--- src/logic/bakraid_bus_pkg.sv ---
// ============================================================
// bus widths, memory map and I/O port offsets
// byte lane numbering of the RAM array
// ============================================================
`default_nettype none

package bakraid_bus_pkg;

    // word address, bit 0 is implied by the data strobes
    typedef logic [23:1] bus_addr_t;
    typedef logic [15:0] bus_word_t;
    typedef logic [7:0]  lane_data_t;
    typedef logic [7:0]  io_offset_t;   // low byte of the byte address

    // memory map, byte addresses
    localparam logic [23:0] VRAM_BASE   = 24'h20_0000;  // to 0x207FFF
    localparam logic [23:0] WRAM_BASE   = 24'h20_8000;  // to 0x20FFFF
    localparam logic [23:0] GP9001_BASE = 24'h40_0000;  // whole 0x4xxxxx
    localparam logic [23:0] IO_BASE     = 24'h50_0000;  // whole 0x5xxxxx

    // I/O block ports
    localparam io_offset_t IO_INPUTS   = 8'h00;
    localparam io_offset_t IO_SYS_DSW  = 8'h02;
    localparam io_offset_t IO_DSW      = 8'h04;
    localparam io_offset_t IO_VCOUNT   = 8'h06;
    localparam io_offset_t IO_LATCH3   = 8'h10;
    localparam io_offset_t IO_LATCH4   = 8'h12;
    localparam io_offset_t IO_LATCH_W  = 8'h14;
    localparam io_offset_t IO_LATCH2_W = 8'h16;
    localparam io_offset_t IO_EEPROM_R = 8'h18;
    localparam io_offset_t IO_EEPROM_W = 8'h1E;
    localparam logic [3:0] IO_OBJBANK  = 4'hC;  // 0x5000C0 to 0x5000CF

    // GP9001 registers, low nibble of the offset
    localparam logic [3:0] GP_WRITE_REG  = 4'h0;
    localparam logic [3:0] GP_SELECT_REG = 4'h4;
    localparam logic [3:0] GP_RAM_H      = 4'h8;
    localparam logic [3:0] GP_RAM_L      = 4'hA;
    localparam logic [3:0] GP_SET_PTR    = 4'hC;

    // odd lanes carry the upper byte of the word
    localparam int LANE_COUNT   = 4;
    localparam int LANE_WRAM_LO = 0;
    localparam int LANE_WRAM_HI = 1;
    localparam int LANE_VRAM_LO = 2;
    localparam int LANE_VRAM_HI = 3;

endpackage

`default_nettype wire

--- src/logic/io_registers.sv ---
// ============================================================
// sound latches and NMI, EEPROM port and Z80 bus request
// GP9001 op strobes and object bank slot
// ============================================================
`default_nettype none

module io_registers import bakraid_bus_pkg::*; (
    input  wire logic       clk96,
    input  wire logic       reset96,
    input  wire bus_word_t  bus_wdata,
    input  wire io_offset_t io_offset,
    input  wire logic       gp9001_ack,
    input  wire logic       eeprom_sdo,
    input  wire logic       latch_w_cs,
    input  wire logic       latch2_w_cs,
    input  wire logic       eeprom_w_cs,
    input  wire logic       objbank_cs,
    input  wire logic       gp_read_cs,
    input  wire logic       gp_write_cs,
    output logic [7:0]      soundlatch,
    output logic [7:0]      soundlatch2,
    output logic            nmi,
    output logic            eeprom_sclk,
    output logic            eeprom_sdi,
    output logic            eeprom_scs,
    output bus_word_t       eeprom_readback,
    output logic            gp9001_op_select_reg,
    output logic            gp9001_op_write_reg,
    output logic            gp9001_op_write_ram,
    output logic            gp9001_op_read_ram_h,
    output logic            gp9001_op_read_ram_l,
    output logic            gp9001_op_set_ram_ptr,
    output logic            gp9001_op_objectbank_wr,
    output logic [2:0]      gp9001_objectbank_slot
);

    logic z80_bus_request;

    // sound CPU side
    always_ff @(posedge clk96 or posedge reset96) begin
        if (reset96) begin
            soundlatch  <= 8'h00;
            soundlatch2 <= 8'h00;
            nmi         <= 1'b0;
        end else begin
            nmi <= latch_w_cs || latch2_w_cs;   // follows the write
            if (latch_w_cs) begin
                soundlatch <= bus_wdata[7:0];
            end else if (latch2_w_cs) begin
                soundlatch2 <= bus_wdata[7:0];
            end
        end
    end

    always_ff @(posedge clk96 or posedge reset96) begin
        if (reset96) begin
            z80_bus_request <= 1'b0;
            eeprom_sclk     <= 1'b0;
            eeprom_sdi      <= 1'b0;
            eeprom_scs      <= 1'b0;
        end else if (eeprom_w_cs) begin
            z80_bus_request <= bus_wdata[4];
            eeprom_sclk     <= bus_wdata[3];
            eeprom_sdi      <= bus_wdata[2];
            eeprom_scs      <= bus_wdata[0];
        end
    end

    assign eeprom_readback = {11'h000, eeprom_sdo, 3'b000, z80_bus_request};

    // strobes hold until the GP9001 acks with the bus idle
    always_ff @(posedge clk96 or posedge reset96) begin
        if (reset96) begin
            gp9001_op_select_reg    <= 1'b0;
            gp9001_op_write_reg     <= 1'b0;
            gp9001_op_write_ram     <= 1'b0;
            gp9001_op_read_ram_h    <= 1'b0;
            gp9001_op_read_ram_l    <= 1'b0;
            gp9001_op_set_ram_ptr   <= 1'b0;
            gp9001_op_objectbank_wr <= 1'b0;
            gp9001_objectbank_slot  <= 3'd0;
        end else if (objbank_cs) begin
            gp9001_objectbank_slot  <= io_offset[3:1];
            gp9001_op_objectbank_wr <= 1'b1;
        end else if (gp_read_cs) begin
            case (io_offset[3:0])
                GP_RAM_H: gp9001_op_read_ram_h <= 1'b1;
                GP_RAM_L: gp9001_op_read_ram_l <= 1'b1;
                default: ;
            endcase
        end else if (gp_write_cs) begin
            case (io_offset[3:0])
                GP_WRITE_REG:       gp9001_op_write_reg   <= 1'b1;
                GP_SELECT_REG:      gp9001_op_select_reg  <= 1'b1;
                GP_RAM_H, GP_RAM_L: gp9001_op_write_ram   <= 1'b1;
                GP_SET_PTR:         gp9001_op_set_ram_ptr <= 1'b1;
                default: ;
            endcase
        end else if (gp9001_ack) begin
            gp9001_op_select_reg    <= 1'b0;
            gp9001_op_write_reg     <= 1'b0;
            gp9001_op_write_ram     <= 1'b0;
            gp9001_op_read_ram_h    <= 1'b0;
            gp9001_op_read_ram_l    <= 1'b0;
            gp9001_op_set_ram_ptr   <= 1'b0;
            gp9001_op_objectbank_wr <= 1'b0;
        end
    end

    // latch 2 would be starved by the priority above
    a_latch_excl: assert property (@(posedge clk96) disable iff (reset96)
        !(latch_w_cs && latch2_w_cs))
        else $error("both sound latch writes decoded");

endmodule

`default_nettype wire

--- config.mk ---
export PLATFORM = sky130hd
export DESIGN_NAME = io_registers
export DESIGN_NICKNAME = d
export VERILOG_FILES = /design/src/logic/bakraid_bus_pkg.sv /design/src/logic/io_registers.sv
export SDC_FILE = /design/constraint.sdc
export NUM_CORES = 1
export LEC_CHECK = 0
export ABC_AREA = 1
export BUFFER_PORTS_ARGS = -buffer_cell sky130_fd_sc_hd__buf_2
export CAP_MARGIN = 40
export CORE_MARGIN = 3
export CORE_UTILIZATION = 25
export DETAILED_ROUTE_END_ITERATION = 12
export PLACE_DENSITY = 0.64
export SYNTH_ARGS = -nofsm -noshare
export SYNTH_HDL_FRONTEND = slang
export SYNTH_SLANG_ARGS = --single-unit
--- constraint.sdc ---
create_clock -name clk96 -period 0.8 [get_ports clk96]
set_input_delay 0.12 -clock clk96 [delete_from_list [all_inputs] [get_ports clk96]]
set_output_delay 0.12 -clock clk96 [all_outputs]
set_load 0.02 [all_outputs]
### Word-level counts from Yosys, hierarchy flattened

Index checks and enable logic that the tools add are counted.

| word-level totals | value |
|---|---|
| register bits after elaboration | 31 |
| input port bits | 34 |
| output and inout bits | 46 |
| word-level logic and storage cells | 61 |

| cells by class | value |
|---|---|
| eq/ne operators | 13 |
| mux-type cells | 16 |
| bitwise logic cells | 3 |
| reductions and logical operators | 14 |

Operators by type and width:

| operator | number |
|---|---|
| AND reduction 4 bit | 6 |
| 2-to-1 mux 1 bit | 16 |
| == test 4 bit (second input constant) | 3 |
| inequality test 2 x 1 -> 1 bit (second input constant) | 6 |
| inequality test 2 bit (second input constant) | 3 |
| nonzero test 2 bit | 3 |
| == test 4 x 3 -> 1 bit (second input constant) | 1 |
| logical NOT 4 bit | 1 |
| inverter 1 bit | 3 |
| AND reduction 3 bit | 1 |
| AND reduction 2 bit | 1 |
| OR reduction 2 bit | 1 |
| logical OR 1 bit | 1 |

### Depth between registers and ports, before layout

| logic depth | value |
|---|---|
| word-level depth | 4 |
| gate-level depth with buffers | 7 |
| mapped depth without buffers | 7 |

### Worst setup path before layout

OpenSTA, ideal clock, no wires.

| timing | value |
|---|---|
| path type | reg-to-reg |
| from | reg soundlatch2[6] (netlist name) |
| to | reg soundlatch2[6] |
| library setup time | 0.125 ns |
| data arrival time | 0.703 ns |
| data required time | 0.675 ns |
| path slack | -0.027 ns |
| cell stages (with the launch flop) | 2 |
| buffers on the path | 0 |
| period minus slack after synthesis | 0.827 ns |
| cells stage by stage | dfrtp_1 > mux2_2 |

RTL lines:

| what | line | source |
|---|---|---|
| end signal: assignment | io_registers.sv:50 | `soundlatch2 <= bus_wdata[7:0];` |
| end: declaration | io_registers.sv:21 | `output logic [7:0] soundlatch2,` |

### Worst setup path after layout

| timing | value |
|---|---|
| from | reg soundlatch2[5] |
| to | out soundlatch2[5] |

No word-level cell between the ends.

==> metrics.yaml <==
hold_path_class: "input port to register"
violations: "negative setup slack"
cp.required_ps: 680
cts.reportedPaths.clkPinSlew_ps: 70
layout_common_cells: "nand2_1 (36), buf_6 (33), dfrtp_1 (26)"
start_util_pct: 26.5
cap_violations: 0
switching_share_pct: 29.9
drt_iter0_markers: 26
cpPeakStageDelay_ps: 420
period_needed_ps: 949
clock-root-buffer: "clkbuf_8"
layout_commonest_cell: "nand2_1"
vdd_drop_max_v: 0.00116
cp_num_buf_inv: 1
final-seq-area_um2: 782
wl_per_cell_um: 10.8
crit_type: "register to output port"
min_from: "bus_wdata[5]"
dieWidth_um: 80.6
ant_nets: 0
p_per_area_nw_per_um2: 1990
p_comb_share_pct: 28.8
hold_viol: 0
grt_pass1_wl_mm: 5.15
cts_buffer_depth: 2
fin_skew_ps: 0
crit_arrival_ps: 830
area_growth_pct: 55.2
grtUsageTotal_pct: 10.6
numCtsBuffers: 5
antenna_cells: 0
holdWs_ps: 57.2
placed_area_um2: 1760
cp-startpoint: "soundlatch2[5]$_DFFE_PP0P_"
path_delay_family: "flip-flops"
end_kind: "output port"
synthCells: 148
dp_cells: 276
grt_pass1_vias: 1145
path_cells: "buf_6"
wl_met1_mm: 1.45
synth_cell_types: 19
fin_crit_sh_pct: 119
fmax_ghz: 1.05
clk_latency_ps: 270
highest_layer: "met4"
htreeDepth: 2
grt_overflow: 0
setup_viol: 35
slew_viol_final: 0
wl_mm: 3.23
cts.sink_count: 31
dieHeight_um: 80.6
status: "complete, but fails checks"
fp.dieArea_um2: 6490
grt_max_degree: 32
hpwlAfterDp_mm: 2.35
nets: 261
p_switching_w: 0.00128
slowest_stage: "dfrtp_2"
drc: 0
fp-row-count: 26
core_area_um2: 5240
final_cells: 298
p_clk_share_pct: 27.1
largestRegisters: "soundlatch2: 8 flops, soundlatch: 8 flops, gp9001_objectbank_slot: 3 flops"
cts_tree: "built"
internal_power_w: 0.00300
p_leak_nw: 1.13
num-fill-cells: 523
ys_seq_area_share_pct: 55.8
final_area_um2: 2160
power_frac_seq_pct: 44.1
dr.pass1.iters: 4
setup_slack_ps: -149
startpoint_type: "register"
rr_startpoint: "soundlatch2[6]$_DFFE_PP0P_"
vias_per_cell: 3.97
wl_met3_um: 298
syn_area_um2: 1390
ys_seq_elements: 31
num_vias: 1182
met2_length_mm: 1.48
crit_fanout: 2
multi_input_area_um2: 487
yosysWarnings: 0
port_buffers: 51
rsz0062_at_grt: "true"
antenna_found_initial: 0
gp_congestion: 0.741
layout-drive-gt1-share_pct: 44.3
synth.avg_cell_area_um2: 9.39
io_pins: 80
## path summary, 6_finish.rpt
path                                                endpoint  slack, ps  cells after the start
max                                           soundlatch2[5]       -150                      1
min                                soundlatch[5]$_DFFE_PP0P_         60                      3
max reg2reg                       soundlatch2[6]$_DFFE_PP0P_        -90                      2
min reg2reg                 gp9001_op_read_ram_l$_DFFE_PP0P_        490                      2
max in group asynchronous         soundlatch2[3]$_DFFE_PP0P_        200                      4
min in group asynchronous  gp9001_op_set_ram_ptr$_DFFE_PP0P_        410                      4
## cells in the mapped netlist, drive strengths merged
master	n	area [um^2]
nor2	19	71.3
a21oi	3	15.0
buf	18	136
nand4	1	6.26
o21ai	8	40.0
dfrtp	31	776
mux2	7	93.8
nor3	1	10.0
or2	1	6.26
conb	1	3.75
nand3	6	30.0
nand2	38	145
o21bai	1	7.51
inv	13	48.8
## kinds of logic after synthesis
logic type | Yosys count | synth area share (%)
flops | 31 | 55.8
compound gates | 12 | 4.50
other cells | 1 | 0.270
mux | 7 | 6.75
buf+inv | 31 | 13.3
simple gates | 66 | 19.4
## per-layer routing
metal	vias to the layer above	global-route usage [%]
li1	589	-
met1	539	13.2
met2	52	16.4
met3	2	5.16
met4	0	2.53
met5	-	0
## cell type report
cell class	count	share of cell area, %
Multi-Input combinational cell	99	22.6
Sequential cell	31	36.3
Clock inverter	1	0.232
Tap cell	70	4.06
Clock buffer	7	3.54
Timing Repair Buffer	77	30.9
Inverter	13	2.44
## metrics by stage
stage                     setup TNS, ps  setup WS (ps)  util, %  total power (W)
after global routing              -5490           -187     41.2          0.00456
after floorplan                   -88.1          -25.2        -          0.00248
after detailed placement          -1130           -102     33.6          0.00279
after global placement            -1020          -98.2     33.6          0.00278
after CTS                         -4550           -158     40.5          0.00433
final                             -4110           -149     41.2          0.00428
## power by group through the flow
stage / logic, W / clock network, W / registers [W]
after CTS: 0.00121 / 0.00123 / 0.00189
after detailed placement: 0.000919 / 0 / 0.00187
after global routing: 0.00134 / 0.00132 / 0.00191
after global placement: 0.000905 / 0 / 0.00187
after floorplan: 0.000391 / 0 / 0.00209
final: 0.00123 / 0.00116 / 0.00189
## repair_timing
action,CTS,global route
endpoints found under the hold margin,31,0
gates cloned,0,0
hold buffers,1,0
resized for setup,64,2
setup buffers,9,4
pin swaps,0,0
setup endpoints to repair,31,34
Note: power is estimated with default switching activity, not from simulation.
