==> src/logic/bakraid_bus_pkg.sv <==
// ============================================================
// bus widths, memory map and I/O port offsets
// byte lane numbering of the RAM array
// ============================================================
`default_nettype none

package bakraid_bus_pkg;

    // word address, bit 0 is implied by the data strobes
    typedef logic [23:1] bus_addr_t;
    typedef logic [15:0] bus_word_t;
    typedef logic [7:0]  lane_data_t;
    typedef logic [7:0]  io_offset_t;   // low byte of the byte address

    // memory map, byte addresses
    localparam logic [23:0] VRAM_BASE   = 24'h20_0000;  // to 0x207FFF
    localparam logic [23:0] WRAM_BASE   = 24'h20_8000;  // to 0x20FFFF
    localparam logic [23:0] GP9001_BASE = 24'h40_0000;  // whole 0x4xxxxx
    localparam logic [23:0] IO_BASE     = 24'h50_0000;  // whole 0x5xxxxx

    // I/O block ports
    localparam io_offset_t IO_INPUTS   = 8'h00;
    localparam io_offset_t IO_SYS_DSW  = 8'h02;
    localparam io_offset_t IO_DSW      = 8'h04;
    localparam io_offset_t IO_VCOUNT   = 8'h06;
    localparam io_offset_t IO_LATCH3   = 8'h10;
    localparam io_offset_t IO_LATCH4   = 8'h12;
    localparam io_offset_t IO_LATCH_W  = 8'h14;
    localparam io_offset_t IO_LATCH2_W = 8'h16;
    localparam io_offset_t IO_EEPROM_R = 8'h18;
    localparam io_offset_t IO_EEPROM_W = 8'h1E;
    localparam logic [3:0] IO_OBJBANK  = 4'hC;  // 0x5000C0 to 0x5000CF

    // GP9001 registers, low nibble of the offset
    localparam logic [3:0] GP_WRITE_REG  = 4'h0;
    localparam logic [3:0] GP_SELECT_REG = 4'h4;
    localparam logic [3:0] GP_RAM_H      = 4'h8;
    localparam logic [3:0] GP_RAM_L      = 4'hA;
    localparam logic [3:0] GP_SET_PTR    = 4'hC;

    // odd lanes carry the upper byte of the word
    localparam int LANE_COUNT   = 4;
    localparam int LANE_WRAM_LO = 0;
    localparam int LANE_WRAM_HI = 1;
    localparam int LANE_VRAM_LO = 2;
    localparam int LANE_VRAM_HI = 3;

endpackage

`default_nettype wire

==> src/logic/bus_decoder.sv <==
// ============================================================
// registered region decode of the 68000 bus
// I/O and GP9001 port selects, byte lane write enables
// ============================================================
`default_nettype none

module bus_decoder import bakraid_bus_pkg::*; #(
    parameter int RAM_AW = 14
) (
    input  wire logic                  clk96,
    input  wire logic                  reset96,
    input  wire bus_addr_t             bus_addr,
    input  wire logic                  rw,
    input  wire logic                  as_n,
    input  wire logic                  uds_n,
    input  wire logic                  lds_n,
    output logic                       ram_sel,
    output logic                       vram_sel,
    output logic                       gp_sel,
    output logic                       io_sel,
    output logic [LANE_COUNT-1:0]      lane_we,
    output logic [RAM_AW-1:0]          lane_addr,
    output io_offset_t                 io_offset,
    output logic                       inputs_cs,
    output logic                       sys_dsw_cs,
    output logic                       dsw_cs,
    output logic                       vcount_cs,
    output logic                       latch3_cs,
    output logic                       latch4_cs,
    output logic                       eeprom_r_cs,
    output logic                       eeprom_w_cs,
    output logic                       latch_w_cs,
    output logic                       latch2_w_cs,
    output logic                       objbank_cs,
    output logic                       gp_read_cs,
    output logic                       gp_write_cs
);

    bus_addr_t addr_q;
    logic      rw_q, uds_q, lds_q;
    logic      rd, wr_lo, wr_hi;

    always_ff @(posedge clk96 or posedge reset96) begin
        if (reset96) begin
            ram_sel  <= 1'b0;
            vram_sel <= 1'b0;
            gp_sel   <= 1'b0;
            io_sel   <= 1'b0;
            rw_q     <= 1'b1;
            uds_q    <= 1'b1;
            lds_q    <= 1'b1;
        end else begin
            // selects only live while the strobe is down
            vram_sel <= !as_n && bus_addr[23:15] == VRAM_BASE[23:15];
            ram_sel  <= !as_n && bus_addr[23:15] == WRAM_BASE[23:15];
            gp_sel   <= !as_n && bus_addr[23:20] == GP9001_BASE[23:20];
            io_sel   <= !as_n && bus_addr[23:20] == IO_BASE[23:20];
            rw_q     <= rw;
            uds_q    <= uds_n;
            lds_q    <= lds_n;
        end
    end

    always_ff @(posedge clk96) begin
        addr_q <= bus_addr;
    end

    assign lane_addr = addr_q[RAM_AW:1];   // ram repeats inside its region
    assign io_offset = {addr_q[7:1], 1'b0};

    assign rd    = rw_q;
    assign wr_lo = !rw_q && !lds_q;
    assign wr_hi = !rw_q && !uds_q;

    always_comb begin
        lane_we               = '0;
        lane_we[LANE_WRAM_LO] = ram_sel && wr_lo;
        lane_we[LANE_WRAM_HI] = ram_sel && wr_hi;
        lane_we[LANE_VRAM_LO] = vram_sel && wr_lo;
        lane_we[LANE_VRAM_HI] = vram_sel && wr_hi;
    end

    // read ports
    assign inputs_cs   = io_sel && rd && io_offset == IO_INPUTS;
    assign sys_dsw_cs  = io_sel && rd && io_offset == IO_SYS_DSW;
    assign dsw_cs      = io_sel && rd && io_offset == IO_DSW;
    assign vcount_cs   = io_sel && rd && io_offset == IO_VCOUNT;
    assign latch3_cs   = io_sel && rd && io_offset == IO_LATCH3;
    assign latch4_cs   = io_sel && rd && io_offset == IO_LATCH4;
    assign eeprom_r_cs = io_sel && rd && io_offset == IO_EEPROM_R;

    // write ports, byte wide ones sit on the low lane
    assign latch_w_cs  = io_sel && wr_lo && io_offset == IO_LATCH_W;
    assign latch2_w_cs = io_sel && wr_lo && io_offset == IO_LATCH2_W;
    assign eeprom_w_cs = io_sel && wr_lo && io_offset == IO_EEPROM_W;
    assign objbank_cs  = io_sel && !rw_q && io_offset[7:4] == IO_OBJBANK;

    assign gp_read_cs  = gp_sel && rd;
    assign gp_write_cs = gp_sel && !rw_q;

    // VRAM and WRAM compares share bits 23:16, bit 15 must split them
    a_one_region: assert property (@(posedge clk96) disable iff (reset96)
        $onehot0({ram_sel, vram_sel, gp_sel, io_sel}))
        else $error("more than one region selected");

endmodule

`default_nettype wire

==> config.mk <==
export PLATFORM = sky130hd
export DESIGN_NAME = bus_decoder
export DESIGN_NICKNAME = d
export VERILOG_FILES = /design/src/logic/bakraid_bus_pkg.sv /design/src/logic/bus_decoder.sv
export SDC_FILE = /design/constraint.sdc
export NUM_CORES = 1
export LEC_CHECK = 0
export BUFFER_PORTS_ARGS = -buffer_cell sky130_fd_sc_hd__buf_2
export CAP_MARGIN = 0
export CORE_MARGIN = 1
export CORE_UTILIZATION = 35
export DETAILED_ROUTE_END_ITERATION = 10
export GPL_ROUTABILITY_DRIVEN = 0
export PLACE_DENSITY = 0.8
export SLEW_MARGIN = 40
export SYNTH_ARGS = -nofsm -noshare
export SYNTH_HDL_FRONTEND = slang
export SYNTH_SLANG_ARGS = --single-unit
==> constraint.sdc <==
create_clock -name clk96 -period 1.16 [get_ports clk96]
set_input_delay 0.058 -clock clk96 [delete_from_list [all_inputs] [get_ports clk96]]
set_output_delay 0.058 -clock clk96 [all_outputs]
set_load 0.005 [all_outputs]
# Yosys cells after proc, flatten, opt, wreduce, memory -nomap -nowiden
# Index checks and enable logic that the tools add are counted.
# totals
ramBits,0
latch_bits,0
rom_bits,0
register_bits,21
memories,0
in_bits,29
# classes
mux,0
n_reduce_logical,31
div,0
bitwise,0
eq_ne,14
n_lt_le_gt_ge,0
shifts,0
mul,0
addsub,0
# op_table
operator,n
"equality test 7 x 4 -> 1 bit, second input constant",6
logical AND 1 bit,26
"equality test 9 x 7 -> 1 bit, second input constant",2
"equality test 7 x 2 -> 1 bit, second input constant",2
"equality test 4 x 3 -> 1 bit, second input constant",2
logical NOT 8 bit,1
"equality test 7 x 1 -> 1 bit, second input constant",1
"equality test 4 bit, second input constant",1
logical NOT 1 bit,4

# Depth between registers and ports, before layout
# Gate-level depths: netlist of run 1.
# depth
word_depth,4
depth_mapped,3
ltp_nobuf,2

# Worst setup path before layout of run 1
# Ideal clock, no wire load.
# synth_path
kind,register -> output
from,reg addr_q[5]
to,out eeprom_w_cs
n_path_buf,0
path_stages_with_launch,3
setup_slack_ns,-0.075
arrival_ns,1.177
t_required_ns,1.102
path_cell_list,dfxtp_1 or4b_4 nor4_1
# synth_between
elab_chain_len,2
# synth_lines
item,line,text
from (decl),bus_decoder.sv:39,bus_addr_t addr_q;
from (signal assigned),bus_decoder.sv:65,addr_q <= bus_addr;
equality test 7 x 4 -> 1 bit,bus_decoder.sv:95,assign eeprom_w_cs = io_sel && wr_lo && io_offset == IO_EEPROM_W;
logical AND 1 bit,bus_decoder.sv:95,
to (decl),bus_decoder.sv:31,"output logic eeprom_w_cs,"
# Every way passes these cells.

# Worst setup path after layout of run 1
# layout_path
from,reg addr_q[6]
to,out sys_dsw_cs
# layout_between
elab_chain_len,2
# layout_lines
item,line,text
equality test 7 x 1 -> 1 bit,bus_decoder.sv:85,assign sys_dsw_cs = io_sel && rd && io_offset == IO_SYS_DSW;
logical AND 1 bit,bus_decoder.sv:85,
to (decl),bus_decoder.sv:25,"output logic sys_dsw_cs,"
# Every way passes these cells.

==> flow_summary.yaml, run 1 <==
final_layout:
  final_cell_area_um2: 1550
  regArea_um2: 465
  num_antenna_cells: 0
  fill_cells: 141
  layout_common_cells: "69 x buf_2, 22 x dlygate4sd3_1, 9 x dfxtp_1"
  nets: 195
  drive_above_1_share_pct: 65.5
  multi_input_area_um2: 342
  post-route-util_pct: 76.7
  area_growth_pct: 102
  final_common_cell: "buf_2"
logic_synthesis:
  syn_area_um2: 768
  ys_types: 24
  synth-simple-area-share_pct: 28.5
  synth_xor_area_share_pct: 0
  synth_cells: 69
  synth-seq-cells: 21
  syn-num-nets: 98
  yosysTopAreaCellShare_pct: 36.5
  yosysTopAreaCell: "dfxtp_1"
  synthMuxAreaShare_pct: 0
  synth_fa_ha_area_share_pct: 0
  synth.avg_cell_area_um2: 11.1
  yosys_warnings: 0
  synth_top_family_by_area: "simple AND/OR/NAND/NOR gates"
  yosysSeqAreaShare_pct: 59.8
  synth_top_cells_by_area: "dfxtp_1 36%, dfrtp_1 13%, dfstp_2 10%, buf_4 7.8%, nor4_1 5.7%"
  synth_compound_area_share_pct: 0
grt:
  overflow: 0
  grt_max_degree: 13
  grt_usage_pct: 22.5
  grt_pass1_wl_um: 4010
  grt_pass1_vias: 899
  antenna_found_initial: 0
worst_setup_path:
  crit_path_end_kind: "output pin"
  cp_cell_sequence: "or4b_4 -> nor3_1 -> buf_2"
  cp.arrival_ps: 1600
  path_class: "flip-flop to output pin"
  cpMaxStageDelayCell: "or4b_4"
  required_ps: 1100
  start_kind: "flip-flop"
  slowest_delay_ps: 600
  crit_path_max_fanout: 5
floorplanning:
  start_util_pct: 38.0
  die_y_um: 48.9
  fp-row-count: 16
  io_pins: 72
  dieArea_um2: 2390
  die-width_um: 48.9
  core_um2: 2020
drt:
  ant_nets: 0
  first_iter_violations: 7
  avgRoutedWirePerCell_um: 13.9
  routed_wl_um: 2660
  num_vias: 921
  viasPerCell: 4.80
  drc: 0
  first_pass_iters: 4
place:
  dpl.hpwl_um: 1630
  io_buffers: 70
  placed_area_um2: 1200
pwr:
  vdd_drop_max_mv: 0.648
  p_leak_uw: 0.000759
  power_density_nw_per_um2: 879
  power_uw: 1360
timing:
  hold_viol_final: 0
  fin_crit_sh_pct: 143
  slew_violations: 0
  rsz0062_at_grt: "true"
  setup_ws_ps: -500
  fmax_mhz: 602
  hold_slack_ps: 28.1
  final.min_clock_period_ps: 1660
  setup_violations: 17
worst_hold_path:
  hp-class: "input port to flip-flop"
clock_network:
  cts_buffers: 3
  path_clk_slew_ps: 110
  clockRootBuffer: "clkbuf_4"
  clock_path_buffers: 2
  tritoncts: "done"
  cts_htree_levels: 1
  cts.sinks: 21
run_status:
  outcome: "finished with violations"
  violations: "negative setup slack"
flow_run:
  drv_cap: 0
[timing repair]
| item | 4_1_cts | 5_1_grt |
|---|---|---|
| gates resized for setup | 10 | 9 |
| endpoints found under the hold margin | 28 | 0 |
| hold buffers | 22 | 0 |
| pin swaps | 8 | 6 |
| buffers inserted | 3 | 2 |
| setup endpoints to repair | 19 | 17 |
[registers in the layout, summed over array words and instances, names as in the netlist]
register and cells:
rd 1, addr_q 14, gp_sel 1, ram_sel 1
vram_sel 1, uds_q 1, io_sel 1, lds_q 1
[cell type report]
cell class                      count  share of cell area [%]
Clock buffer                        3                    1.45
Clock inverter                      1                   0.323
Inverter                            6                    1.45
Multi-Input combinational cell     33                    22.0
Sequential cell                    21                    30.0
Tap cell                           27                    2.18
Timing Repair Buffer              101                    42.5
[synth_stat cells]
library cell  count
and2_1            1
buf_4             8
clkbuf_1          1
conb_1            1
dfrtp_1           4
dfstp_2           3
dfxtp_1          14
inv_1             6
nand2b_1          1
nand3_1           1
nand3b_1          1
nand4b_1          1
nand4bb_1         2
nor2_1            2
nor2b_1           1
nor3_1            8
nor3b_1           1
nor4_1            7
nor4b_1           1
or2_2             1
or4_1             1
or4_4             1
or4b_1            1
or4b_4            1
[report_power, final]
part           switching [µW]  internal (µW)  leakage [µW]
registers                29.9            764      0.000205
logic                    88.9            149      0.000535
clock network             202            128     0.0000177
total                     321           1040      0.000759
[metal layers]
metal	global-route usage [%]	share of wire (%)	up-vias
li1	-	-	423
met4	16.7	4.6	0
met1	19.7	33	430
met2	44.9	56	54
met5	0	0	-
met3	3.43	5.6	14
[metrics by stage]
step | std cells | setup slack, ps | TNS [ps]
2_1_floorplan | 69 | -35.0 | -249
3_3_place_gp | 163 | -143 | -1110
3_5_place_dp | 163 | -173 | -1300
4_1_cts | 192 | -508 | -5620
5_1_grt | 192 | -553 | -6690
6_report | 192 | -500 | -5680
[worst paths after layout]
kind / startpoint / end / slack [ps] / cells after the start
max: addr_q[6]$_DFF_P_ / sys_dsw_cs / -500 / 3
min: bus_addr[17] / ram_sel$_DFF_PP0_ / 30 / 3
max in group asynchronous: reset96 / uds_q$_DFF_PP1_ / 620 / 3
min in group asynchronous: reset96 / io_sel$_DFF_PP0_ / 280 / 3
[kinds of logic (layout without fill, tap and decap cells)]
kind of cell	count (synthesis)	in the layout
buffers and inverters	15	111
DFF	21	21
other	1	1
and+or+nand+nor	32	32
[worst max-delay path, delay by kind of cell (launching register included)]
| family | cells | cell delay (ps) |
|---|---|---|
| buffers and inverters | 1 | 150 |
| AND/OR/NAND/NOR | 2 | 810 |
| flip-flops | 1 | 350 |
Note: power is estimated with default switching activity, not from simulation.
==> inputs of run 2 (changes only) <==
--- a/config.mk
+++ b/config.mk
@@ -8,10 +8,11 @@
 export BUFFER_PORTS_ARGS = -buffer_cell sky130_fd_sc_hd__buf_2
 export CAP_MARGIN = 0
 export CORE_MARGIN = 1
-export CORE_UTILIZATION = 35
+export CORE_UTILIZATION = 37
+export CTS_BUF_LIST = sky130_fd_sc_hd__clkbuf_8
 export DETAILED_ROUTE_END_ITERATION = 10
 export GPL_ROUTABILITY_DRIVEN = 0
-export PLACE_DENSITY = 0.8
+export PLACE_DENSITY = 0.84
 export SLEW_MARGIN = 40
 export SYNTH_ARGS = -nofsm -noshare
 export SYNTH_HDL_FRONTEND = slang
==> flow_summary.yaml, run 2 (synthesized netlist as in run 1, its figures left out) <==
run_status:
  outcome: "finished with violations"
  violations: "negative setup slack"
pwr:
  power_density_nw_per_um2: 961
  vdd_drop_max_mv: 0.861
  p_int_uw: 1150
  clockPowerShare_pct: 32.6
  p_switching_uw: 386
  pwr-share-comb_pct: 15.7
  switching_share_pct: 25.1
  p_leak_uw: 0.000785
  seqPwrFrac_pct: 51.7
clock_network:
  clockRootBuffer: "clkbuf_8"
  cts_htree_levels: 1
  cts_buffers: 3
  path_clk_slew_ps: 80
  clock_path_buffers: 2
  tritoncts: "done"
  cts.sinks: 21
timing:
  slew_violations: 0
  fmax_mhz: 601
  setup_violations: 17
  final.min_clock_period_ps: 1660
  tns_ps: -5480
  rsz0062_at_grt: "true"
  hold_slack_ps: 45.3
  hold_viol_final: 0
  fin_crit_sh_pct: 143
  setup_ws_ps: -503
place:
  io_buffers: 70
  dpl.hpwl_um: 1560
  placed_area_um2: 1210
final_layout:
  regArea_um2: 465
  final_common_cell: "buf_2"
  drive_above_1_share_pct: 67.3
  top_register: "addr_q"
  largest_reg_flops: 14
  layout_common_cells: "68 x buf_2, 22 x dlygate4sd3_1, 9 x dfxtp_1, 9 x buf_4, 7 x nor3_2"
  num_antenna_cells: 0
  area_growth_pct: 108
  nets: 198
  multi_input_area_um2: 349
  final_cell_area_um2: 1600
  fill_cells: 120
floorplanning:
  dieArea_um2: 2260
  die-width_um: 47.6
  core_um2: 1960
  io_pins: 72
  start_util_pct: 39.2
  fp-row-count: 16
  die_y_um: 47.6
grt:
  antenna_found_initial: 0
  grt_usage_pct: 25.6
  grt_pass1_vias: 858
  grt_pass1_wl_um: 3910
  overflow: 0
  grt_max_degree: 13
drt:
  drc: 0
  num_vias: 985
  ant_nets: 0
  viasPerCell: 5.05
  first_iter_violations: 24
  avgRoutedWirePerCell_um: 16.5
  routed_wl_um: 3220
  first_pass_iters: 4
worst_hold_path:
  hp-class: "input port to flip-flop"
worst_setup_path:
  start_kind: "flip-flop"
  endpoint: "inputs_cs"
  crit_path_end_kind: "output pin"
  slowest_delay_ps: 620
  cp_cell_sequence: "or4_4 -> nor4_4 -> buf_2"
  required_ps: 1100
  cpMaxStageDelayCell: "or4_4"
  cp-startpoint: "addr_q[4]$_DFF_P_"
  path_class: "flip-flop to output pin"
  crit_path_max_fanout: 5
  cp.arrival_ps: 1610
flow_run:
  drv_cap: 0
-- run 2: cell types whose count changed in the layout (fill, tap and decap cells not counted), moves of 2 or more --
| cell | previous run | this run |
|---|---|---|
| clkbuf_8 | 0 | 3 |
| clkbuf_4 | 3 | 0 |
| buf_4 | 5 | 9 |
| nor3_1 | 2 | 0 |
-- run 2: critical path: cells and delay by family, from the launching register on --
family | cells | cell delay, ps
flops | 1 | 340
simple gates | 2 | 830
buf+inv | 1 | 170
-- run 2: worst min-delay path by stage --
stage / start / end / depth (start not counted) / slack (ps)
global route: bus_addr[18] / ram_sel$_DFF_PP0_ / 3 / 60
CTS: bus_addr[18] / vram_sel$_DFF_PP0_ / 3 / 50
floorplan: reset96 / gp_sel$_DFF_PP0_ / 1 / -140
finish: bus_addr[18] / vram_sel$_DFF_PP0_ / 3 / 50
detailed placement: reset96 / vram_sel$_DFF_PP0_ / 2 / -20
global placement: reset96 / vram_sel$_DFF_PP0_ / 2 / -20
-- run 2: layer usage --
| metal | routed length [µm] | GRT usage, % | vias to the layer above |
|---|---|---|---|
| li1 | - | - | 433 |
| met3 | 241 | 4.53 | 17 |
| met2 | 1670 | 47.9 | 69 |
| met1 | 1150 | 27.5 | 466 |
| met5 | 0 | 0 | - |
| met4 | 153 | 12.2 | 0 |
-- run 2: layout make-up --
cell class	instances	share of cell area [%]
timing repair buffer	104	42.7
sequential	21	29.1
multi-input combinational	33	21.8
tap	27	2.11
clock inverter	1	0.312
clock buffer	3	2.58
inverter	6	1.41
-- run 2: repair_timing --
action	CTS	global route
hold buffers	22	0
setup endpoints to repair	14	17
hold endpoints to repair	28	0
gates resized for setup	12	11
buffers inserted	4	1
pin swaps	11	7
-- run 2: stage by stage --
| stage | setup slack [ps] | utilization (%) | total power (µW) | std cells |
|---|---|---|---|---|
| CTS | -401 | 79.0 | 1500 | 194 |
| global route | -555 | 81.6 | 1590 | 195 |
| floorplan | -35.0 | - | 864 | 69 |
| detailed placement | -190 | 61.7 | 955 | 164 |
| global placement | -150 | 61.7 | 947 | 164 |
| finish | -503 | 81.6 | 1540 | 195 |
-- run 2: power groups by stage --
stage	sequential, µW	clock [µW]	combinational (µW)
2_1_floorplan	805	0	59.5
3_3_place_gp	801	0	146
3_5_place_dp	803	0	151
4_1_cts	788	483	227
5_1_grt	799	535	261
6_report	796	502	242
