### src/logic/bakraid_bus_pkg.sv
// ============================================================
// bus widths, memory map and I/O port offsets
// byte lane numbering of the RAM array
// ============================================================
`default_nettype none

package bakraid_bus_pkg;

    // word address, bit 0 is implied by the data strobes
    typedef logic [23:1] bus_addr_t;
    typedef logic [15:0] bus_word_t;
    typedef logic [7:0]  lane_data_t;
    typedef logic [7:0]  io_offset_t;   // low byte of the byte address

    // memory map, byte addresses
    localparam logic [23:0] VRAM_BASE   = 24'h20_0000;  // to 0x207FFF
    localparam logic [23:0] WRAM_BASE   = 24'h20_8000;  // to 0x20FFFF
    localparam logic [23:0] GP9001_BASE = 24'h40_0000;  // whole 0x4xxxxx
    localparam logic [23:0] IO_BASE     = 24'h50_0000;  // whole 0x5xxxxx

    // I/O block ports
    localparam io_offset_t IO_INPUTS   = 8'h00;
    localparam io_offset_t IO_SYS_DSW  = 8'h02;
    localparam io_offset_t IO_DSW      = 8'h04;
    localparam io_offset_t IO_VCOUNT   = 8'h06;
    localparam io_offset_t IO_LATCH3   = 8'h10;
    localparam io_offset_t IO_LATCH4   = 8'h12;
    localparam io_offset_t IO_LATCH_W  = 8'h14;
    localparam io_offset_t IO_LATCH2_W = 8'h16;
    localparam io_offset_t IO_EEPROM_R = 8'h18;
    localparam io_offset_t IO_EEPROM_W = 8'h1E;
    localparam logic [3:0] IO_OBJBANK  = 4'hC;  // 0x5000C0 to 0x5000CF

    // GP9001 registers, low nibble of the offset
    localparam logic [3:0] GP_WRITE_REG  = 4'h0;
    localparam logic [3:0] GP_SELECT_REG = 4'h4;
    localparam logic [3:0] GP_RAM_H      = 4'h8;
    localparam logic [3:0] GP_RAM_L      = 4'hA;
    localparam logic [3:0] GP_SET_PTR    = 4'hC;

    // odd lanes carry the upper byte of the word
    localparam int LANE_COUNT   = 4;
    localparam int LANE_WRAM_LO = 0;
    localparam int LANE_WRAM_HI = 1;
    localparam int LANE_VRAM_LO = 2;
    localparam int LANE_VRAM_HI = 3;

endpackage

`default_nettype wire

### src/logic/read_mux.sv
// ============================================================
// read data multiplexer for the 68000 bus
// cabinet input formatting, video status word
// ============================================================
`default_nettype none

module read_mux import bakraid_bus_pkg::*; (
    input  wire logic                         clk96,
    input  wire logic                         reset96,
    input  wire lane_data_t [LANE_COUNT-1:0]  lane_q,
    input  wire logic                         ram_sel,
    input  wire logic                         vram_sel,
    input  wire logic                         gp_sel,
    input  wire logic                         rw,
    input  wire bus_word_t                    gp9001_dout,
    input  wire logic                         inputs_cs,
    input  wire logic                         sys_dsw_cs,
    input  wire logic                         dsw_cs,
    input  wire logic                         vcount_cs,
    input  wire logic                         latch3_cs,
    input  wire logic                         latch4_cs,
    input  wire logic                         eeprom_r_cs,
    input  wire bus_word_t                    eeprom_readback,
    input  wire logic [9:0]                   joystick1,
    input  wire logic [9:0]                   joystick2,
    input  wire logic [3:0]                   start_button,
    input  wire logic [3:0]                   coin_input,
    input  wire logic                         service,
    input  wire logic                         dip_test,
    input  wire logic [7:0]                   dipsw_a,
    input  wire logic [7:0]                   dipsw_b,
    input  wire logic [7:0]                   dipsw_c,
    input  wire logic [8:0]                   v,
    input  wire logic                         hsync,
    input  wire logic                         vsync,
    input  wire logic                         fblank,
    input  wire logic [7:0]                   soundlatch3,
    input  wire logic [7:0]                   soundlatch4,
    output bus_word_t                         bus_rdata
);

    // pins are active low, the game wants active high
    function automatic logic [7:0] player_byte(input logic [9:0] joy);
        return {1'b0, ~joy[6], ~joy[5], ~joy[4], ~joy[0], ~joy[1], ~joy[2], ~joy[3]};
    endfunction

    bus_word_t sys_word, video_status, rd_next;

    assign sys_word = {dipsw_c, 1'b0, ~start_button[1], ~start_button[0],
                       ~coin_input[1], ~coin_input[0], ~dip_test, 1'b0, ~service};

    // line count saturates past the visible 256
    assign video_status = {hsync, vsync, 5'b11111, fblank, v[8] ? 8'hFF : v[7:0]};

    always_comb begin
        if (ram_sel)          rd_next = {lane_q[LANE_WRAM_HI], lane_q[LANE_WRAM_LO]};
        else if (vram_sel)    rd_next = {lane_q[LANE_VRAM_HI], lane_q[LANE_VRAM_LO]};
        else if (gp_sel)      rd_next = gp9001_dout;
        else if (inputs_cs)   rd_next = {player_byte(joystick2), player_byte(joystick1)};
        else if (sys_dsw_cs)  rd_next = sys_word;
        else if (dsw_cs)      rd_next = {dipsw_b, dipsw_a};
        else if (vcount_cs)   rd_next = video_status;
        else if (latch3_cs)   rd_next = {8'h00, soundlatch3};
        else if (latch4_cs)   rd_next = {8'h00, soundlatch4};
        else if (eeprom_r_cs) rd_next = eeprom_readback;
        else                  rd_next = '0;   // unmapped
    end

    always_ff @(posedge clk96 or posedge reset96) begin
        if (reset96) begin
            bus_rdata <= '0;
        end else if (rw) begin   // writes leave the last read in place
            bus_rdata <= rd_next;
        end
    end

    a_rdata_reset: assert property (@(posedge clk96) $fell(reset96) |=> bus_rdata == '0)
        else $error("bus_rdata not zero one cycle after reset");

endmodule

`default_nettype wire

### config.mk
export PLATFORM = sky130hd
export DESIGN_NAME = read_mux
export DESIGN_NICKNAME = d
export VERILOG_FILES = /design/src/logic/bakraid_bus_pkg.sv /design/src/logic/read_mux.sv
export SDC_FILE = /design/constraint.sdc
export NUM_CORES = 1
export LEC_CHECK = 0
export BUFFER_PORTS_ARGS = -buffer_cell sky130_fd_sc_hd__buf_2
export CORE_ASPECT_RATIO = 1.75
export CORE_MARGIN = 5
export CORE_UTILIZATION = 40
export CTS_CLUSTER_DIAMETER = 40
export DETAILED_ROUTE_END_ITERATION = 10
export PLACE_DENSITY = 0.89
export SLEW_MARGIN = 10
export SYNTH_ARGS = -nofsm -noshare
export SYNTH_HDL_FRONTEND = slang
export SYNTH_SLANG_ARGS = --single-unit
### constraint.sdc
create_clock -name clk96 -period 1.1 [get_ports clk96]
set_input_delay 0.33 -clock clk96 [delete_from_list [all_inputs] [get_ports clk96]]
set_output_delay 0.33 -clock clk96 [all_outputs]
set_load 0.1 [all_outputs]
# --- After elaboration in Yosys (flattened, before gate mapping) ---
# Index checks and enable logic that the tools add are counted.
totals:
  register_bits: 16
  latch_bits: 0
  ram_bits: 0
  romBits: 0
  output_inout_bits: 16
  memories: 0
classes:
  n_addsub: 0
  multipliers: 0
  n_div: 0
  n_lt_le_gt_ge: 0
  n_eq_ne: 0
  shifts: 0
  n_mux: 11
  n_bitwise: 20
  n_reduce_logical: 0
op_table:
  columns: ["operator", "count"]
  rows:
  - ["16-bit two-way mux", 10]
  - ["1-bit inverter", 20]
  - ["8-bit two-way mux", 1]

# --- Logic depth before layout (Yosys ltp) ---
# Gate-level depths: netlist of run 1.
depth:
  ltp_word: 10
  depth_mapped: 7
  mapped_depth_nobuf: 5

# --- Worst setup path after synthesis of run 1 ---
# No wires, ideal clock.
synth_timing:
  kind: "input port to flip-flop"
  from: "in dsw_cs"
  to: "reg bus_rdata[0]"
  arrival_ps: 1555
  slack_ps: -593
  cell_stages: 6
  n_path_buf: 1
  path_cell_list: "buf_2 > or4b_1 > o2111ai_1 > nor3_1 > a2111oi_2 > o22ai_1"
synth_via:
  elab_chain_len: 6
synth_rtl:
  columns: ["element", "line_no", "source"]
  rows:
  - ["from (decl)", "read_mux.sv:18", "input wire logic dsw_cs,"]
  - ["16-bit two-way mux", "read_mux.sv:61", "else if (dsw_cs) rd_next = {dipsw_b, dipsw_a};"]
  - ["16-bit two-way mux", "read_mux.sv:60", "else if (sys_dsw_cs) rd_next = sys_word;"]
  - ["16-bit two-way mux", "read_mux.sv:59", "else if (inputs_cs) rd_next = {player_byte(joystick2), player_byte(joystick1)};"]
  - ["16-bit two-way mux", "read_mux.sv:58", "else if (gp_sel) rd_next = gp9001_dout;"]
  - ["16-bit two-way mux", "read_mux.sv:57", "else if (vram_sel) rd_next = {lane_q[LANE_VRAM_HI], lane_q[LANE_VRAM_LO]};"]
  - ["16-bit two-way mux", "read_mux.sv:56", "if (ram_sel) rd_next = {lane_q[LANE_WRAM_HI], lane_q[LANE_WRAM_LO]};"]
  - ["to (signal assigned)", "read_mux.sv:73", "bus_rdata <= rd_next;"]
  - ["to (decl)", "read_mux.sv:39", "output bus_word_t bus_rdata"]
# No other way between the ends.
# A chain may end at the register's enable or synchronous reset.

# --- Worst setup path in the final report of run 1 ---
layout_timing:
  from: "in vcount_cs"
  to: "reg bus_rdata[0]"
layout_via:
  elab_chain_len: 7
layout_rtl:
  columns: ["element", "line_no", "source"]
  rows:
  - ["from (decl)", "read_mux.sv:19", "input wire logic vcount_cs,"]
  - ["16-bit two-way mux", "read_mux.sv:62", "else if (vcount_cs) rd_next = video_status;"]
  - ["16-bit two-way mux", "read_mux.sv:61", null]
  - ["16-bit two-way mux", "read_mux.sv:60", null]
  - ["16-bit two-way mux", "read_mux.sv:59", null]
  - ["16-bit two-way mux", "read_mux.sv:58", null]
  - ["16-bit two-way mux", "read_mux.sv:57", null]
  - ["16-bit two-way mux", "read_mux.sv:56", null]
# No other way between the ends.

==> impl_metrics.env, run 1 <==
export IMPL_path_clk_slew_ns=0.06
export IMPL_syn_nets=398
export IMPL_worstSetupEndpointType="flop"
export IMPL_async_flop_share=1.00
export IMPL_drv_cap=0
export IMPL_synth_flop_cell="dfrtp_1"
export IMPL_fp_dieH_um=98.2
export IMPL_drv_slew=0
export IMPL_yosysSeqAreaShare=0.225
export IMPL_grt_pass1_wl_um=15400
export IMPL_dieArea_um2=5930
export IMPL_port_buffers=164
export IMPL_design_power_total_mw=3.26
export IMPL_status="complete, but fails checks"
export IMPL_multi_input_area_um2=1540
export IMPL_slew_headroom=0.749
export IMPL_ys_ff_latch=16
export IMPL_root_buffer="clkbuf_8"
export IMPL_seq_area_um2=418
export IMPL_avgRoutedWirePerCell_um=23.7
export IMPL_ant_nets=0
export IMPL_clkSinkCount=16
export IMPL_worstSkewPairLatency_ns=0.25
export IMPL_period_share=1.46
export IMPL_crit_arrival_ns=1.73
export IMPL_grt_max_degree=20
export IMPL_initial_utilization=0.407
export IMPL_gp_congestion=1.02
export IMPL_final_layout_size_suffix_gt1_frac=0.649
export IMPL_crit_fanout=7
export IMPL_io_pins=175
export IMPL_synth_cell_type_count=36
export IMPL_tritoncts="yes"
export IMPL_core_area_um2=4360
export IMPL_die_w_um=60.4
export IMPL_syn_inst=239
export IMPL_power_density_nw_per_um2=890
export IMPL_rsz0062_at_grt="true"
export IMPL_antenna_found_initial=1
export IMPL_firstDrtPassIters=7
export IMPL_grt_pass1_vias=3125
export IMPL_start_kind="input pin"
export IMPL_worst_pin_slew_ns=0.375
export IMPL_fin_nets=590
export IMPL_largest_reg_flops=16
export IMPL_fin_crit_ns=1.61
export IMPL_largestRegisters="bus_rdata x16"
export IMPL_drc=0
export IMPL_hold_viol_final=0
export IMPL_leakage_nw=1.73
export IMPL_clock_fmax_mhz=621
export IMPL_top_register="bus_rdata"
export IMPL_synth_edff_count=0
export IMPL_cts_buffers=3
export IMPL_area_growth_pct=106
export IMPL_drtIter0Drc=251
export IMPL_setup_viol=32
export IMPL_ir_drop_mv=0.834
export IMPL_postCtsHoldBufs=0
export IMPL_rows=32
export IMPL_finClkSkew_ns=0
export IMPL_grtUsageTotal=0.343
export IMPL_critPathRequiredTime_ns=1.22
export IMPL_worstRegToRegCells=4
export IMPL_fill_cells=235
export IMPL_hold_path_class="in -> async"
export IMPL_grt_ovfl_total=0
export IMPL_violations="setup timing"
export IMPL_yosys_warnings=0
export IMPL_dpl_hpwl_um=7340
export IMPL_wl_um=11400
export IMPL_via_count=3135
export IMPL_setup_ws_ns=-0.510
export IMPL_syn_avg_cell_area_um2=7.44
export IMPL_ctsHtreeMaxLevel=1
export IMPL_max_clock_path_buffers=2
export IMPL_viasPerCell=6.50
export IMPL_synth_area_um2=1780
export IMPL_worst_setup_path_type="in -> reg"
export IMPL_preCtsSetupSlack_ns=-0.802
[critical path: stages]
cell,delay [ns]
buf_8,0.11
buf_6,0.11
or4b_4,0.49
o2111ai_2,0.12
nor3_2,0.08
a2111oi_2,0.34
o22ai_1,0.13
[repair_timing]
action                     in CTS  in global routing
setup endpoints to repair      32                 32
setup buffers                   4                  5
pin swaps                      24                 29
gates resized for setup        40                 28
[cells by family after synthesis]
group | count (synthesis) | synth area share
and+or+nand+nor | 78 | 0.250
DFF | 16 | 0.225
buffers and inverters | 42 | 0.0915
AOI/OAI and AO/OA | 103 | 0.433
[area by class of cell]
class,instances,area share
inverters,22,0.0232
diodes,1,0.000683
repair buffers,207,0.409
well taps,51,0.0174
clock buffers,4,0.0150
flip-flops and latches,16,0.114
multi-input cells,181,0.421
[report_power, final]
group | leakage [nW] | internal [mW] | switching [mW] | total, mW
Sequential | 0.172 | 0.672 | 0.0812 | 0.753
Clock | 0.0288 | 0.318 | 0.201 | 0.519
Combinational | 1.53 | 0.837 | 1.15 | 1.99
Total | 1.73 | 1.83 | 1.43 | 3.26
[final timing paths]
kind	startpoint	to	slack [ns]
setup / recovery	vcount_cs	bus_rdata[0]	-0.51
hold / removal	reset96	bus_rdata[3]	0.07
setup reg to reg	bus_rdata[14]	bus_rdata[14]	0.19
hold reg to reg	bus_rdata[6]	bus_rdata[6]	0.59
max in group asynchronous	reset96	bus_rdata[13]	0.82
min in group clk96	lane_q[15]	bus_rdata[15]	0.34
[metrics by stage]
stage	setup TNS [ns]	cells	cell area, um2	util	hold WS (ns)
floorplan	-5.23	239	1950	-	0.243
global placement	-9.23	469	3210	0.737	0.344
detailed placement	-10.16	469	3210	0.737	0.347
CTS	-6.33	477	3490	0.800	0.0820
global route	-8.41	482	3660	0.839	0.113
finish	-7.43	482	3660	0.839	0.0728
[synthesized netlist by cell type, drive strengths merged (6+ instances only)]
master   number  area share
a2111oi       7       0.042
a21oi         9       0.025
a221oi       20        0.12
a31oi         9       0.032
buf           7       0.018
clkbuf       13       0.027
dfrtp        16        0.23
inv          22       0.046
nand2        13       0.027
nand2b       12       0.042
nand3         6       0.017
nor2         10       0.021
nor2b        17       0.060
nor3          8       0.023
o21ai        25       0.070
o22ai        14       0.049
o311a         6       0.034
[routing by layer]
metal / vias to the layer above / track usage / share of wire
li1: 1306 / - / -
met1: 1402 / 0.352 / 0.29
met2: 305 / 0.597 / 0.50
met3: 122 / 0.0476 / 0.096
met4: 0 / 0.251 / 0.11
met5: - / 0 / 0
[layout by cell type (no fill, tap or decap), drive strengths merged, types with 2 or more instances in the layout]
| cell type | count |
|---|---|
| nand2b | 12 |
| nor3b | 2 |
| o311a | 6 |
| or4b | 5 |
| a221oi | 20 |
| a2111oi | 7 |
| nand3 | 6 |
| a21oi | 9 |
| o221ai | 2 |
| or2 | 2 |
| o22ai | 14 |
| o2111ai | 5 |
| a21o | 2 |
| o21ai | 25 |
| nor2b | 17 |
| nor3 | 8 |
| buf | 207 |
| a31oi | 9 |
| clkbuf | 4 |
| o31ai | 2 |
| nand2 | 13 |
| nor2 | 10 |
| inv | 22 |
| dfrtp | 16 |
Power figures use the tool's default switching activity.
==> inputs of run 2 (changes only) <==
- HOLD_SLACK_MARGIN: default -> 0.1
==> impl_metrics.env, run 2 (synthesis gave the netlist of run 1 again) <==
export IMPL_status="complete, but fails checks"
export IMPL_violations="setup timing"
export IMPL_period_share=1.49
export IMPL_dieArea_um2=5930
export IMPL_placed_cells=469
export IMPL_pwr_share_clk=0.160
export IMPL_grt_pass1_vias=3148
export IMPL_worstSetupEndpointType="flop"
export IMPL_clkSinkCount=16
export IMPL_crit_arrival_ns=1.76
export IMPL_wl_um=11100
export IMPL_drv_cap=0
export IMPL_power_switching_mw=1.43
export IMPL_initial_utilization=0.407
export IMPL_swShare=0.439
export IMPL_top_register="bus_rdata"
export IMPL_hold_path_class="in -> reg"
export IMPL_finClkSkew_ns=0
export IMPL_drv_slew=0
export IMPL_crit_fanout=6
export IMPL_clock_fmax_mhz=608
export IMPL_grtUsageTotal=0.344
export IMPL_setup_viol=32
export IMPL_fp_dieH_um=98.2
export IMPL_power_share_combinational=0.609
export IMPL_worstSkewPairLatency_ns=0.25
export IMPL_drtIter0Drc=167
export IMPL_start_kind="input pin"
export IMPL_final_cell_count_no_fill=484
export IMPL_io_pins=175
export IMPL_grt_ovfl_total=0
export IMPL_hold_viol_final=0
export IMPL_ctsHtreeMaxLevel=1
export IMPL_fin_nets=592
export IMPL_fin_crit_ns=1.64
export IMPL_power_density_nw_per_um2=884
export IMPL_viasPerCell=6.45
export IMPL_core_area_um2=4360
export IMPL_rsz0062_at_grt="true"
export IMPL_root_buffer="clkbuf_8"
export IMPL_slew_headroom=0.734
export IMPL_avgRoutedWirePerCell_um=23.0
export IMPL_drc=0
export IMPL_startpoint="latch3_cs"
export IMPL_grt_pass1_wl_um=15400
export IMPL_final_layout_size_suffix_gt1_frac=0.648
export IMPL_worstHoldStart="lane_q[15]"
export IMPL_antenna_found_initial=0
export IMPL_worst_setup_path_type="in -> reg"
export IMPL_final_cell_mix="buf_2, buf_4, inv_1"
export IMPL_die_w_um=60.4
export IMPL_worst_pin_slew_ns=0.397
export IMPL_dpl_hpwl_um=7340
export IMPL_rows=32
export IMPL_hold_slack_ns=0.334
export IMPL_max_clock_path_buffers=2
export IMPL_seq_power_share=0.231
export IMPL_ir_drop_mv=0.794
export IMPL_grt_max_degree=20
export IMPL_path_clk_slew_ns=0.06
export IMPL_critPathRequiredTime_ns=1.21
export IMPL_setup_tns_final_ns=-6.91
export IMPL_internal_power_mw=1.83
export IMPL_largestRegisters="bus_rdata x16"
export IMPL_firstDrtPassIters=7
export IMPL_final_common_cell="buf_2"
export IMPL_cts_buffers=3
export IMPL_via_count=3120
export IMPL_largest_reg_flops=16
export IMPL_leakage_nw=1.75
export IMPL_r2r_start="bus_rdata[14]"
export IMPL_gp_congestion=1.02
export IMPL_area_growth_pct=108
export IMPL_ant_nets=0
export IMPL_setup_ws_ns=-0.544
export IMPL_tritoncts="yes"
export IMPL_port_buffers=164
==> run 2: changes by cell type in the layout (fill, tap and decap cells not counted), sizes merged <==
cell	before	now
buf	207	208
dlygate4sd3	0	1
==> run 2: final timing paths <==
path	end	slack, ns	cells past startpoint
setup reg to reg	bus_rdata[14]	0.19	4
hold reg to reg	bus_rdata[8]	0.59	2
hold / removal	bus_rdata[15]	0.33	3
min in group asynchronous	bus_rdata[3]	0.65	4
setup / recovery	bus_rdata[5]	-0.54	6
max in group asynchronous	bus_rdata[13]	0.24	4
==> run 2: metrics by stage <==
step	utilization	worst slack, ns	power, mW	cell area, um2
after CTS	0.802	-0.445	3.09	3500
after detailed placement	0.737	-0.802	2.49	3210
final	0.846	-0.544	3.26	3690
after floorplan	-	-0.521	1.68	1950
after global placement	0.737	-0.709	2.46	3210
after global routing	0.845	-0.540	3.36	3690
==> run 2: layout make-up <==
cell class                      instances  area [um2]
Timing Repair Buffer                  209        1510
Multi-Input combinational cell        181        1560
Fill cell                             234         672
Antenna cell                            1        2.50
Inverter                               22        85.1
Sequential cell                        16         418
Tap cell                               51        63.8
Clock buffer                            4        55.1
==> run 2: metal layers <==
layer,GRT usage,vias up,wire length [um]
met5,0,-,0
met4,0.247,0,992
met3,0.0595,107,1140
met2,0.603,305,5660
met1,0.342,1395,3340
li1,-,1313,-
==> run 2: critical path: stages <==
cell	delay (ns)
buf_6	0.10
or3_4	0.44
a221oi_2	0.24
nor3_1	0.10
a2111oi_1	0.39
o22ai_1	0.15
==> run 2: power groups by stage <==
stage | Clock (mW) | Sequential, mW | Combinational, mW
final | 0.521 | 0.756 | 1.99
after global routing | 0.540 | 0.762 | 2.06
after floorplan | 0 | 1.24 | 0.441
after detailed placement | 0 | 0.763 | 1.73
after CTS | 0.512 | 0.751 | 1.83
after global placement | 0 | 0.758 | 1.70
==> run 2: what timing repair did <==
item                                   CTS  global route
buffers inserted                         4             6
gates resized for setup                 40            27
endpoints found under the hold margin   16             0
setup endpoints to repair               32            32
hold buffers                             1             0
pin swaps                               24            28
